### config.mk
export PLATFORM = sky130hd
export DESIGN_NAME = readout_top
export DESIGN_NICKNAME = d
export VERILOG_FILES = /design/src/host_pkg.sv /design/src/readout_pkg.sv /design/src/sense_if.sv /design/src/conversion_ctrl.sv /design/src/host_regs.sv /design/src/readout_top.sv /design/src/result_packer.sv /design/src/sign_capture.sv /design/src/step_recorder.sv
export SDC_FILE = /design/constraint.sdc
export NUM_CORES = 1
export LEC_CHECK = 0
export ABC_AREA = 1
export BUFFER_PORTS_ARGS = -buffer_cell sky130_fd_sc_hd__buf_2
export CORE_UTILIZATION = 30
export DETAILED_ROUTE_END_ITERATION = 6
export HOLD_SLACK_MARGIN = 0.12
export MAX_ROUTING_LAYER = met4
export PLACE_DENSITY = 0.54
export SLEW_MARGIN = 20
export SYNTH_ARGS = -nofsm -noshare
export SYNTH_HDL_FRONTEND = slang
export SYNTH_HIERARCHICAL = 1
export SYNTH_SLANG_ARGS = --single-unit
### constraint.sdc
create_clock -name clk -period 2.4 [get_ports clk]
set_input_delay 0.12 -clock clk [delete_from_list [all_inputs] [get_ports clk]]
set_output_delay 0.12 -clock clk [all_outputs]
set_load 0.01 [all_outputs]
### src/host_pkg.sv
package host_pkg;

	// wishbone bus sizes
	localparam int wb_data_width = 32;
	localparam int wb_addr_width = 4; // word address

	// ------------------------------------------------------------------------
	// register map
	// ------------------------------------------------------------------------
	localparam logic [wb_addr_width-1:0] addr_ctrl = 0; // ctrl on write, status on read
	localparam logic [wb_addr_width-1:0] addr_mask = 1;
	localparam logic [wb_addr_width-1:0] addr_result_base = 8;

	// status word fields
	localparam int status_busy_bit = 0;
	localparam int status_done_bit = 1;
	localparam int status_reads_lsb = 8; // 7 bit read count

	// ctrl write fields
	localparam int ctrl_start_bit = 0;

endpackage

### src/readout_pkg.sv
package readout_pkg;

	// ------------------------------------------------------------------------
	// array geometry
	// ------------------------------------------------------------------------
	localparam int col_count = 32;

	typedef logic [col_count-1:0] col_t;

	// ------------------------------------------------------------------------
	// step counting and trigger timing
	// ------------------------------------------------------------------------
	localparam int step_width = 7;
	localparam int max_iter = 100; // last iteration allowed to run
	localparam int trig_cycles = 4; // high time of each trigger pulse

	typedef logic [step_width-1:0] step_t;

	// ------------------------------------------------------------------------
	// result word layout
	// ------------------------------------------------------------------------
	localparam int cols_per_word = 4; // one byte per column
	localparam int result_words = 8;

	typedef logic [2:0] word_idx_t;

endpackage

### src/sense_if.sv
`timescale 1ns/1ps

// one captured read row, handed from the sequencer to both trackers
interface sense_if;

	logic sample; // one cycle, after spi_valid
	logic first; // iteration 0 carries the reference row
	readout_pkg::step_t iter;
	readout_pkg::col_t row;

	modport ctrl (
		output sample, first, iter, row
	);

	modport track (
		input sample, first, iter, row
	);

endinterface

### src/conversion_ctrl.sv
`timescale 1ns/1ps

module conversion_ctrl (
	input logic clk,
	input logic rst,
	input logic start,
	input logic all_found,
	input logic neuron_idle,
	input logic spi_valid,
	input readout_pkg::col_t spi_row,
	output logic neuron_reset_trigger,
	output logic spi_read_trigger,
	output logic inference_off,
	output logic busy,
	output logic done,
	output readout_pkg::step_t reads,
	sense_if.ctrl sense
);

	typedef enum logic [2:0] {
		s_idle,
		s_nrn_trig,
		s_nrn_wait,
		s_rd_trig,
		s_rd_wait,
		s_sample,
		s_check
	} state_t;

	state_t state;
	logic [$clog2(readout_pkg::trig_cycles)-1:0] trig_cnt;
	logic trig_last;
	readout_pkg::step_t iter;

	assign trig_last = (trig_cnt == readout_pkg::trig_cycles - 1);

	// ------------------------------------------------------------------------
	// step sequence
	// ------------------------------------------------------------------------
	always_ff @(posedge clk) begin
		if (rst) begin
			state <= s_idle;
			trig_cnt <= '0;
			iter <= '0;
			reads <= '0;
			done <= 1'b0;
		end else begin
			case (state)
				s_idle: if (start) begin
					state <= s_nrn_trig;
					trig_cnt <= '0;
					iter <= '0;
					reads <= '0;
					done <= 1'b0;
				end
				s_nrn_trig, s_rd_trig: begin
					trig_cnt <= trig_last ? '0 : trig_cnt + 1'b1;
					if (trig_last)
						state <= (state == s_nrn_trig) ? s_nrn_wait : s_rd_wait;
				end
				s_nrn_wait: if (neuron_idle) state <= s_rd_trig;
				s_rd_wait: if (spi_valid) state <= s_sample;
				s_sample: begin
					reads <= reads + 1'b1;
					state <= s_check; // trackers update on this edge
				end
				s_check: begin
					if (all_found || (iter == readout_pkg::max_iter)) begin
						state <= s_idle;
						done <= 1'b1;
					end else begin
						iter <= iter + 1'b1;
						state <= s_nrn_trig;
					end
				end
				default: state <= s_idle;
			endcase
		end
	end

	// row capture
	always_ff @(posedge clk) begin
		if (state == s_rd_wait && spi_valid)
			sense.row <= spi_row;
	end

	assign neuron_reset_trigger = (state == s_nrn_trig);
	assign spi_read_trigger = (state == s_rd_trig);
	assign busy = (state != s_idle);
	assign inference_off = busy; // held off for the whole conversion

	assign sense.sample = (state == s_sample);
	assign sense.first = (iter == 0);
	assign sense.iter = iter;

	a_reads_iter: assert property (@(posedge clk) disable iff (rst)
		(state == s_check) |-> (reads == iter + 1'b1))
		else $error("read count out of step with the iteration count");

endmodule

### src/host_regs.sv
`timescale 1ns/1ps

module host_regs (
	input logic clk,
	input logic rst,
	input logic wb_cyc,
	input logic wb_stb,
	input logic wb_we,
	input logic [host_pkg::wb_addr_width-1:0] wb_adr,
	input logic [host_pkg::wb_data_width-1:0] wb_dat_w,
	output logic [host_pkg::wb_data_width-1:0] wb_dat_r,
	output logic wb_ack,
	output logic start,
	output readout_pkg::col_t mask,
	input logic busy,
	input logic done,
	input readout_pkg::step_t reads,
	output readout_pkg::word_idx_t word_sel,
	input logic [host_pkg::wb_data_width-1:0] result_word
);

	logic req;
	logic wr;
	logic in_result;
	logic [host_pkg::wb_data_width-1:0] status;
	logic [host_pkg::wb_data_width-1:0] rd_data;

	assign req = wb_cyc && wb_stb && !wb_ack; // no new request in the ack cycle
	assign wr = req && wb_we;

	assign in_result = (wb_adr >= host_pkg::addr_result_base) &&
		(wb_adr < host_pkg::addr_result_base + readout_pkg::result_words);
	assign word_sel = readout_pkg::word_idx_t'(wb_adr - host_pkg::addr_result_base);

	always_comb begin
		status = '0;
		status[host_pkg::status_busy_bit] = busy;
		status[host_pkg::status_done_bit] = done;
		status[host_pkg::status_reads_lsb +: readout_pkg::step_width] = reads;
	end

	// unmapped addresses read as zero
	always_comb begin
		if (wb_adr == host_pkg::addr_ctrl)
			rd_data = status;
		else if (wb_adr == host_pkg::addr_mask)
			rd_data = mask;
		else if (in_result)
			rd_data = result_word;
		else
			rd_data = '0;
	end

	always_ff @(posedge clk) begin
		if (rst) begin
			wb_ack <= 1'b0;
			start <= 1'b0;
			mask <= '0;
		end else begin
			wb_ack <= req;
			start <= wr && (wb_adr == host_pkg::addr_ctrl) &&
				wb_dat_w[host_pkg::ctrl_start_bit] && !busy; // dropped while busy
			if (wr && (wb_adr == host_pkg::addr_mask))
				mask <= wb_dat_w;
		end
	end

	always_ff @(posedge clk) begin
		if (req)
			wb_dat_r <= rd_data; // held through the ack cycle
	end

	a_start_idle: assert property (@(posedge clk) disable iff (rst) start |-> !busy)
		else $error("start pulse reached a busy sequencer");

endmodule

### src/readout_top.sv
`timescale 1ns/1ps

module readout_top (
	input logic clk,
	input logic rst,

	// wishbone slave
	input logic wb_cyc,
	input logic wb_stb,
	input logic wb_we,
	input logic [host_pkg::wb_addr_width-1:0] wb_adr,
	input logic [host_pkg::wb_data_width-1:0] wb_dat_w,
	output logic [host_pkg::wb_data_width-1:0] wb_dat_r,
	output logic wb_ack,

	// array side
	output logic neuron_reset_trigger,
	input logic neuron_idle,
	output logic spi_read_trigger,
	input logic spi_valid,
	input readout_pkg::col_t spi_row,
	output logic inference_off
);

	logic start;
	logic all_found;
	logic busy;
	logic done;
	readout_pkg::step_t reads;
	readout_pkg::col_t mask;
	readout_pkg::col_t flips;
	readout_pkg::col_t ref_row;
	readout_pkg::step_t [readout_pkg::col_count-1:0] steps;
	readout_pkg::word_idx_t word_sel;
	logic [host_pkg::wb_data_width-1:0] result_word;

	sense_if sense_i ();

	host_regs host_regs_i (
		.clk(clk), .rst(rst),
		.wb_cyc(wb_cyc), .wb_stb(wb_stb), .wb_we(wb_we), .wb_adr(wb_adr),
		.wb_dat_w(wb_dat_w), .wb_dat_r(wb_dat_r), .wb_ack(wb_ack),
		.start(start), .mask(mask), .busy(busy), .done(done), .reads(reads),
		.word_sel(word_sel), .result_word(result_word)
	);

	conversion_ctrl conversion_ctrl_i (
		.clk(clk), .rst(rst), .start(start), .all_found(all_found),
		.neuron_idle(neuron_idle), .spi_valid(spi_valid), .spi_row(spi_row),
		.neuron_reset_trigger(neuron_reset_trigger), .spi_read_trigger(spi_read_trigger),
		.inference_off(inference_off), .busy(busy), .done(done), .reads(reads),
		.sense(sense_i.ctrl)
	);

	sign_capture sign_capture_i (
		.clk(clk), .rst(rst), .sense(sense_i.track),
		.ref_row(ref_row), .flips(flips)
	);

	step_recorder step_recorder_i (
		.clk(clk), .rst(rst), .start(start), .mask(mask), .flips(flips),
		.sense(sense_i.track), .steps(steps), .all_found(all_found)
	);

	result_packer result_packer_i (
		.ref_row(ref_row), .steps(steps), .word_sel(word_sel), .result_word(result_word)
	);

endmodule

### src/result_packer.sv
`timescale 1ns/1ps

module result_packer (
	input readout_pkg::col_t ref_row,
	input readout_pkg::step_t [readout_pkg::col_count-1:0] steps,
	input readout_pkg::word_idx_t word_sel,
	output logic [host_pkg::wb_data_width-1:0] result_word
);

	// byte j of word w: {ref bit, step count} of column 4w+j
	for (genvar j = 0; j < readout_pkg::cols_per_word; j++) begin : g_byte
		assign result_word[j*(readout_pkg::step_width+1) +: readout_pkg::step_width+1] = {
			ref_row[word_sel*readout_pkg::cols_per_word + j],
			steps[word_sel*readout_pkg::cols_per_word + j]
		};
	end

endmodule

### src/sign_capture.sv
`timescale 1ns/1ps

module sign_capture (
	input logic clk,
	input logic rst,
	sense_if.track sense,
	output readout_pkg::col_t ref_row,
	output readout_pkg::col_t flips
);

	// reference sign comes from the iteration 0 read
	always_ff @(posedge clk) begin
		if (rst)
			ref_row <= '0;
		else if (sense.sample && sense.first)
			ref_row <= sense.row;
	end

	// columns whose sign moved away from the reference
	assign flips = (sense.sample && !sense.first) ? (sense.row ^ ref_row) : '0;

endmodule

### src/step_recorder.sv
`timescale 1ns/1ps

module step_recorder (
	input logic clk,
	input logic rst,
	input logic start,
	input readout_pkg::col_t mask,
	input readout_pkg::col_t flips,
	sense_if.track sense,
	output readout_pkg::step_t [readout_pkg::col_count-1:0] steps,
	output logic all_found
);

	readout_pkg::col_t found;
	readout_pkg::col_t hit;

	assign hit = flips & ~found; // first flip of a column only
	assign all_found = &found;

	always_ff @(posedge clk) begin
		if (rst || start)
			found <= '0;
		else if (sense.sample)
			found <= sense.first ? ~mask : (found | hit); // disabled cols count as found
	end

	always_ff @(posedge clk) begin
		if (rst || start) begin
			steps <= '0;
		end else if (sense.sample) begin
			for (int i = 0; i < readout_pkg::col_count; i++) begin
				if (hit[i])
					steps[i] <= sense.iter;
			end
		end
	end

	// counts stay within the iteration limit
	for (genvar i = 0; i < readout_pkg::col_count; i++) begin : g_chk
		a_step_range: assert property (@(posedge clk) disable iff (rst)
			steps[i] <= readout_pkg::max_iter)
			else $error("step count of column %0d beyond the last iteration", i);
	end

endmodule
# --- Yosys cells after proc, flatten, opt, wreduce, memory -nomap -nowiden ---
# Index checks and enable logic that the tools add are counted.
word_totals:
  reg_bits: 406
  in_bits: 75
  output_inout_bits: 36
  word_cells: 176
op_classes:
  add_sub_neg: 7
  n_lt_le_gt_ge: 5
  eq_ne: 15
  mux: 38
  n_bitwise: 5
  n_reduce_logical: 61
ops:
  columns: ["operator", "n"]
  rows:
  - ["$mux W32", 4]
  - ["$bmux W7 S5", 3]
  - ["$lt A32 B6 Y1 const B", 3]
  - ["$reduce_and A2 Y1", 34]
  - ["$not A32 Y32", 2]
  - ["$mux W7", 6]
  - ["$and A32 B32 Y32", 1]
  - ["$or A32 B32 Y32", 1]
  - ["$reduce_and A32 Y1", 1]
  - ["$xor A32 B32 Y32", 1]
  - ["$pmux W7 S2", 2]
  - ["$bmux W7 S3", 1]
  - ["$pmux W3 S6", 1]
  - ["$bmux W1 S5", 3]
  - ["$mux W15", 1]
  - ["$mux W3", 5]
  - ["$add A7 B1 Y7 const B", 2]
  - ["$add A5 B2 Y6 const B", 2]
  - ["$logic_and A1 B1 Y1", 10]
  - ["$eq A3 B3 Y1 const B", 3]
  - ["$ne A2 B2 Y1 const B", 4]
  - ["$eq A7 B7 Y1 const B", 1]
  - ["$logic_not A7 Y1", 1]
  - ["$mux W1", 7]
  - ["other kinds (23)", 32]

# --- Logic depth before layout (Yosys ltp) ---
# Gate-level depths: netlist of run 1.
depth:
  ltp_word: 7
  mapped_depth: 15
  ltp_nobuf: 14

# --- Hierarchy ---
# Netlist of run 1, hierarchy kept.
modules_own_cells:
  columns: ["module", "instances", "cells_each", "area_each_um2", "seq_area_each_um2"]
  rows:
  - ["step_recorder", 1, 1248, 9694.3, 5124.9]
  - ["result_packer", 1, 851, 3484.6, 0.0]
  - ["host_regs", 1, 329, 2871.5, 1641.6]
  - ["conversion_ctrl", 1, 199, 2085.8, 1361.3]
  - ["sign_capture", 1, 341, 1891.8, 640.6]

# --- Least setup slack after synthesis of run 1 ---
# Ideal clock, no wire load.
synth_timing:
  kind: "reg2reg"
  from: "register conversion_ctrl_i.state[1]"
  to: "register conversion_ctrl_i.sense.row[0] (enable)"
  setup_time_ps: 421
  arrival_ps: 1919
  required_ps: 1979
  slack_ps: 60
  stages_incl_launch_ff: 4
  n_path_buf: 0
  period_less_slack_ps: 2340
  path_cell_list: "dfxtp_1 > inv_1 > nand3_1 > nor2_1"
synth_between:
  elab_chain_cells: 2
synth_lines:
  columns: ["item", "line", "rtl"]
  rows:
  - ["from (decl)", "conversion_ctrl.sv:30", "state_t state;"]
  - ["from (signal assigned)", "conversion_ctrl.sv:42", "state <= s_idle;"]
  - ["from (signal assigned)", "conversion_ctrl.sv:50", "state <= s_nrn_trig;"]
  - ["from (signal assigned)", "conversion_ctrl.sv:59", "state <= (state == s_nrn_trig) ? s_nrn_wait : s_rd_wait;"]
  - ["$eq A3 B3 Y1", "conversion_ctrl.sv:83", "if (state == s_rd_wait && spi_valid)"]
  - ["$logic_and A1 B1 Y1", "conversion_ctrl.sv:83", null]
  - ["to (signal assigned)", "conversion_ctrl.sv:84", "sense.row <= spi_row;"]
  - ["to (decl)", "sense_if.sv:12", "output sample, first, iter, row"]
# Every way passes these cells.
# A chain may end at the register's enable or synchronous reset.

# --- Worst setup path after layout of run 1 ---
layout_timing:
  from: "register conversion_ctrl_i.iter[0] (netlist: conversion_ctrl_i/sense.iter[0])"
  to: "register step_recorder_i/steps[140] (netlist bit)"
layout_between:
  elab_chain_cells: 6
layout_lines:
  columns: ["item", "line", "rtl"]
  rows:
  - ["from (decl)", "conversion_ctrl.sv:33", "readout_pkg::step_t iter;"]
  - ["from (signal assigned)", "conversion_ctrl.sv:72", "iter <= iter + 1'b1;"]
  - ["$logic_not A7 Y1", "conversion_ctrl.sv:93", "assign sense.first = (iter == 0);"]
  - ["named net sense_i.first", "sense_if.sv:7", "logic first;"]
  - ["$logic_not A1 Y1", "sign_capture.sv:20", "assign flips = (sense.sample && !sense.first) ? (sense.row ^ ref_row) : '0;"]
  - ["$logic_and A1 B1 Y1", "sign_capture.sv:20", null]
  - ["$mux W32", "sign_capture.sv:20", null]
  - ["named net flips[20]", "readout_top.sv:31", "readout_pkg::col_t flips;"]
  - ["$and A32 B32 Y32", "step_recorder.sv:17", "assign hit = flips & ~found;"]
  - ["$reduce_and A2 Y1 (no line)", null, null]
  - ["to (signal, indexed assignment)", "step_recorder.sv:33", "steps[i] <= sense.iter;"]
  - ["to (decl)", "step_recorder.sv:10", "output readout_pkg::step_t [readout_pkg::col_count-1:0] steps,"]
# The timed path passes the listed nets, and every way through them passes these cells.

==> impl_metrics.py, run 1 <==
metrics = {
    "die": {
        "die_area_um2": 67800,
        "die_h_um": 260.4,
        "core_area_um2": 65860,
        "rows": 94,
        "ioPinCount": 111,
        "fp.dieW_um": 260.4,
        "start_util_pct": 30.41,
    },
    "place": {
        "numPortBuffers": 110,
        "gp_congestion": 0.8293,
        "post_dp_cell_area_um2": 21400,
        "hpwl_um": 40510,
    },
    "power_and_ir_drop": {
        "p_leak_nw": 11.56,
        "power_switching_share_pct": 24.02,
        "finalPower_mw": 15.83,
        "clkPwrFrac_pct": 48.0,
        "cellPowerDensity_nw_per_um2": 659.0,
        "p_seq_share_pct": 44.4,
        "switching_power_mw": 3.801,
        "combPwrFrac_pct": 7.7,
        "max-vdd-ir-drop_mv": 0.4914,
        "p_int_mw": 12.03,
    },
    "synthesis": {
        "async_reset_ff_share_pct": 0,
        "syn_area_per_cell_um2": 6.748,
        "synthDistinctLibCells": 35,
        "synth.top_cell.area_share_pct": 34.19,
        "yosysSeqAreaShare_pct": 43.78,
        "syn_inst": 2968,
        "ys_warn_count": 6,
        "synthTopCellsByArea": "dfxtp_1 (34%), nand2_1 (13%), nor2_1 (13%)",
        "synth_top_cell_by_area": "dfxtp_1",
        "synthFlopType": "dfxtp_1",
        "syn-num-nets": 3047,
        "synth-edff-count": 64,
        "syn_area_um2": 20030,
        "synth-seq-cells": 406,
    },
    "layout": {
        "final_layout_size_suffix_gt1_share_pct": 12.15,
        "mostFrequentLayoutCell": "nand2_1",
        "fin_nets": 3194,
        "syn2layout_area_growth_pct": 19.91,
        "n_antenna_cell": 0,
        "fin_area_um2": 24020,
        "fillCellCount": 7061,
        "mostFrequentLayoutCells": "nand2_1 (698), nor2_1 (653), inv_1 (367), dfxtp_1 (342)",
    },
    "sta": {
        "max_slew_margin_pct": 51.56,
        "max_freq_mhz": 436.7,
        "fin_skew_ps": 20.31,
        "timing.final.crit_share_pct": 95.42,
        "hold_viol": 0,
        "drv_slew": 0,
        "worst_slew_pin_slew_ps": 726.6,
        "fin_crit_ps": 2290,
        "hold-worst-slack_ps": 225.1,
        "setup_viol": 0,
    },
    "drt": {
        "drc": 0,
        "drt_iter0_markers": 1378,
        "num_vias": 18360,
        "ant_nets": 0,
        "vias_per_cell": 4.570,
        "finalWirelength_um": 62520,
        "drt_first_pass_iters": 5,
        "post_drt_wl_per_cell_um": 15.57,
    },
    "outcome": {
        "outcome": "finished, final reports clean",
    },
    "grt": {
        "grt.overflow.total": 0,
        "antenna_found_initial": 1,
        "grt_pass1_wl_um": 98020,
        "grt_usage_pct": 18.86,
        "grt_start_max_net_pins": 133,
        "grt_pass1_vias": 17420,
    },
    "setup_path": {
        "worstSetupEndpointType": "register",
        "cp-start-kind": "register",
        "reg2reg_slack_ps": 110,
        "cp.arrival_ps": 2750,
        "cp.required_ps": 2860,
        "crit_fanout": 8,
        "critical_path_class": "reg -> reg",
    },
    "job": {
        "maxCapViolCount": 0,
    },
    "cts": {
        "worstSkewPairLatency_ps": 590,
        "htreeDepth": 2,
        "clockBufferDepth": 3,
        "clock-root-buffer": "clkbuf_16",
        "clock_sinks": 406,
        "cts_tree": "yes",
        "cts.reportedPaths.clkPinSlew_ps": 60,
        "numCtsBuffers": 46,
    },
    "min_path": {
        "min_path_type": "in -> reg",
    },
}
[worst max-delay path, stage by stage, from the launching register on]
cell	delay, ps
dfxtp_1	330
inv_1	60
ha_1	190
inv_1	60
nor2_2	40
nand3_2	90
nor3_4	70
inv_4	120
clkbuf_16	180
nand3_1	70
nor2_1	370
nand2_4	90
nor2_4	210
inv_2	120
nor2_1	100
nor2_1	60
[layer usage]
layer / vias to the layer above / track usage [%] / share of wire (%)
met5: - / - / 0
met1: 8388 / 25.50 / 48
met4: 0 / 4.126 / 1.7
li1: 9428 / - / -
met2: 464 / 29.89 / 46
met3: 75 / 2.467 / 4.8
[state kept, by name, summed over array words and instances (netlist names), 2 cells and up]
name / count
step_recorder_i/found: 32
conversion_ctrl_i/sense.iter: 7
conversion_ctrl_i/state: 3
host_regs_i/mask: 32
conversion_ctrl_i/trig_cnt: 2
sign_capture_i/ref_row: 32
step_recorder_i/steps: 224
host_regs_i/wb_dat_r: 32
conversion_ctrl_i/sense.row: 32
conversion_ctrl_i/reads: 7
[power groups by stage]
stage	Sequential [mW]	Clock, mW	Combinational, mW
3_3_place_gp	7.17	0	1.11
5_1_grt	7.03	8.01	1.35
4_1_cts	7.02	7.76	1.21
6_report	7.02	7.59	1.21
2_1_floorplan	7.17	0	0.728
3_5_place_dp	7.17	0	1.11
[synthesized netlist by cell type (11+ instances only)]
cell type  count
edfxtp_1      64
nor2_1       669
nand2_1      698
inv_1        368
clkbuf_1      21
a21oi_1       77
inv_2         31
buf_4         22
buf_1         29
dfxtp_1      342
nand2_2       11
nand2_4       21
buf_2         59
a22o_1        23
nor2_4        27
o21ai_0      223
buf_6         18
nand3_1      217
[cell type report]
type	instances	area (um2)	area share [%]
sequential	406	8768	36.51
clock inverter	25	299.0	1.245
tap	864	1081	4.501
clock buffer	60	1318	5.486
timing repair buffer	250	2069	8.617
inverter	400	1516	6.314
multi-input combinational	2011	8964	37.32
[what timing repair did]
item / CTS / global route
hold buffers: 72 / 0
setup endpoints to repair: 0 / 224
resized for setup: 0 / 38
buffers inserted: 0 / 13
endpoints found under the hold margin: 74 / 0
[through the flow]
stage / util, % / setup slack (ps) / setup TNS [ps] / std cells
floorplan: - / 60.17 / 0 / 2968
global placement: 32.49 / 100.4 / 0 / 3844
detailed placement: 32.49 / 92.31 / 0 / 3844
CTS: 36.04 / 57.52 / 0 / 4001
global route: 36.46 / -1.194 / -1.194 / 4016
finish: 36.46 / 110.0 / 0 / 4016
[path summary, 6_finish.rpt]
path                              startpoint                          to  depth (start not counted)
min reg2reg           conversion_ctrl_i/done      conversion_ctrl_i/done                          2
max reg2reg  conversion_ctrl_i/sense.iter[0]  step_recorder_i/steps[140]                         15
min                                    wb_we        host_regs_i/mask[11]                          6
max          conversion_ctrl_i/sense.iter[0]  step_recorder_i/steps[140]                         15
[cell families after synthesis]
kind of cell	count (synthesis)	synth area share, %
flip-flops	406	43.78
XOR/XNOR	1	0.04374
AO/OA/AOI/OAI	338	8.952
buffers and inverters	551	11.97
AND/OR/NAND/NOR	1668	35.00
adder cells (fa/ha/maj)	4	0.2499
Note: power is estimated with default switching activity, not from simulation.
==> inputs of run 2 (changes only) <==
--- a/config.mk
+++ b/config.mk
@@ -11,7 +11,7 @@
 export DETAILED_ROUTE_END_ITERATION = 6
 export HOLD_SLACK_MARGIN = 0.12
 export MAX_ROUTING_LAYER = met4
-export PLACE_DENSITY = 0.54
+export PLACE_DENSITY = 0.52
 export SLEW_MARGIN = 20
 export SYNTH_ARGS = -nofsm -noshare
 export SYNTH_HDL_FRONTEND = slang
==> constraint.sdc (replaced) <==
create_clock -name clk -period 2.67 [get_ports clk]
set_input_delay 0.1335 -clock clk [delete_from_list [all_inputs] [get_ports clk]]
set_output_delay 0.1335 -clock clk [all_outputs]
set_load 0.05 [all_outputs]
==> impl_metrics.py, run 2 (same netlist as run 1, synthesis figures left out) <==
metrics = {
    "cts": {
        "clockBufferDepth": 3,
        "numCtsBuffers": 45,
        "cts_resized": 0,
        "cts.reportedPaths.clkPinSlew_ps": 60,
        "clock-root-buffer": "clkbuf_16",
        "worstSkewPairLatency_ps": 590,
        "holdBufCountCts": 71,
        "htreeDepth": 2,
        "cts_tree": "yes",
        "post_cts_buffers": 0,
        "clock_sinks": 406,
    },
    "sta": {
        "fin_skew_ps": 18.78,
        "timing.final.crit_share_pct": 88.30,
        "fin_crit_ps": 2358,
        "max_slew_margin_pct": 53.06,
        "fin_setup_tns_ps": 0,
        "hold-worst-slack_ps": 231.4,
        "grt_setup_unrepaired": "no",
        "setup_viol": 0,
        "worst_slew_pin_slew_ps": 704.1,
        "max_freq_mhz": 424.2,
        "drv_slew": 0,
        "hold_viol": 0,
    },
    "place": {
        "hpwl_um": 42000,
        "numPortBuffers": 110,
        "gp_congestion": 0.8417,
    },
    "layout": {
        "mostFrequentLayoutCell": "nand2_1",
        "final_core_util_pct": 35.91,
        "largest_reg_flops": 224,
        "syn2layout_area_growth_pct": 18.08,
        "final_layout_size_suffix_gt1_share_pct": 11.00,
        "regMostFlops": "step_recorder_i/steps",
        "fin_nets": 3177,
        "mostFrequentLayoutCells": "nand2_1 (698), nor2_1 (668), inv_1 (368), dfxtp_1 (342), o21ai_0 (223)",
    },
    "setup_path": {
        "worstSetupEndpointType": "register",
        "cp-start-kind": "register",
        "cp.required_ps": 3140,
        "cp.arrival_ps": 2830,
        "crit_fanout": 32,
        "critical_path_class": "reg -> reg",
    },
    "power_and_ir_drop": {
        "max-vdd-ir-drop_mv": 0.4011,
        "cellPowerDensity_nw_per_um2": 605.3,
        "p_leak_nw": 11.41,
    },
    "die": {
        "start_util_pct": 30.41,
        "ioPinCount": 111,
        "rows": 94,
        "core_area_um2": 65860,
        "die_area_um2": 67800,
        "die_h_um": 260.4,
        "fp.dieW_um": 260.4,
    },
    "drt": {
        "post_drt_wl_per_cell_um": 16.16,
        "vias_per_cell": 4.553,
        "ant_nets": 0,
        "drt_first_pass_iters": 5,
        "drt_iter0_markers": 1501,
        "finalWirelength_um": 64620,
        "num_vias": 18210,
        "drc": 0,
    },
    "grt": {
        "grt.overflow.total": 0,
        "grt_pass1_vias": 16910,
        "grt_util_met1_pct": 26.79,
        "grt_pass1_wl_um": 100200,
        "grt.busiest_layer": "met2",
        "grt_usage_pct": 19.66,
        "met2_usage_pct": 29.96,
        "grt_start_max_net_pins": 79,
        "antenna_found_initial": 2,
        "grt_use_met3_pct": 2.885,
    },
    "min_path": {
        "min_path_type": "in -> reg",
    },
    "job": {
        "maxCapViolCount": 0,
    },
    "outcome": {
        "outcome": "finished, final reports clean",
    },
}
run 2: report_power, final:
part	internal, mW	switching (mW)
clock	4.04	2.75
combinational	0.382	0.830
sequential	6.27	0.0422
run 2: final cells by class:
class	count	area (um2)
well taps	864	1081
fillers	7067	42210
flip-flops and latches	406	8768
repair buffers	234	1824
clock buffers	54	1212
multi-input cells	2011	8875
clock inverters	30	376.6
inverters	400	1509
diodes	1	2.502
run 2: per-stage QoR:
| stage | total power [mW] | area, um2 | cells | setup slack (ps) |
|---|---|---|---|---|
| floorplan | 7.231 | 20030 | 2968 | 330.2 |
| global placement | 7.585 | 21350 | 3844 | 383.5 |
| detailed placement | 7.573 | 21350 | 3844 | 349.0 |
| CTS | 14.48 | 23650 | 3999 | 350.5 |
| global route | 14.81 | 23650 | 4000 | 77.74 |
| finish | 14.31 | 23650 | 4000 | 312.5 |
run 2: worst paths after layout:
path	startpoint	end	slack, ps	depth (start not counted)
hold / removal	wb_we	host_regs_i/start	230	6
setup reg to reg	conversion_ctrl_i/sense.iter[0]	step_recorder_i/steps[2]	310	15
hold reg to reg	conversion_ctrl_i/done	conversion_ctrl_i/done	460	2
setup / recovery	conversion_ctrl_i/sense.iter[0]	step_recorder_i/steps[2]	310	15
run 2: metal layers:
metal	vias to the layer above	routed length [um]
met1	8234	31020
met2	477	28380
met5	-	0
li1	9394	-
met3	106	3440
met4	0	1781
run 2: worst max-delay path: stages (launching register included):
cell	delay, ps
dfxtp_1	340
inv_1	60
ha_1	190
inv_1	50
nor2_1	40
nand3_1	60
nor3_1	70
inv_1	100
buf_12	200
nand3_1	100
nor2_1	140
nand2_1	110
nor2_2	340
inv_1	250
nor2_1	130
nor2_1	60
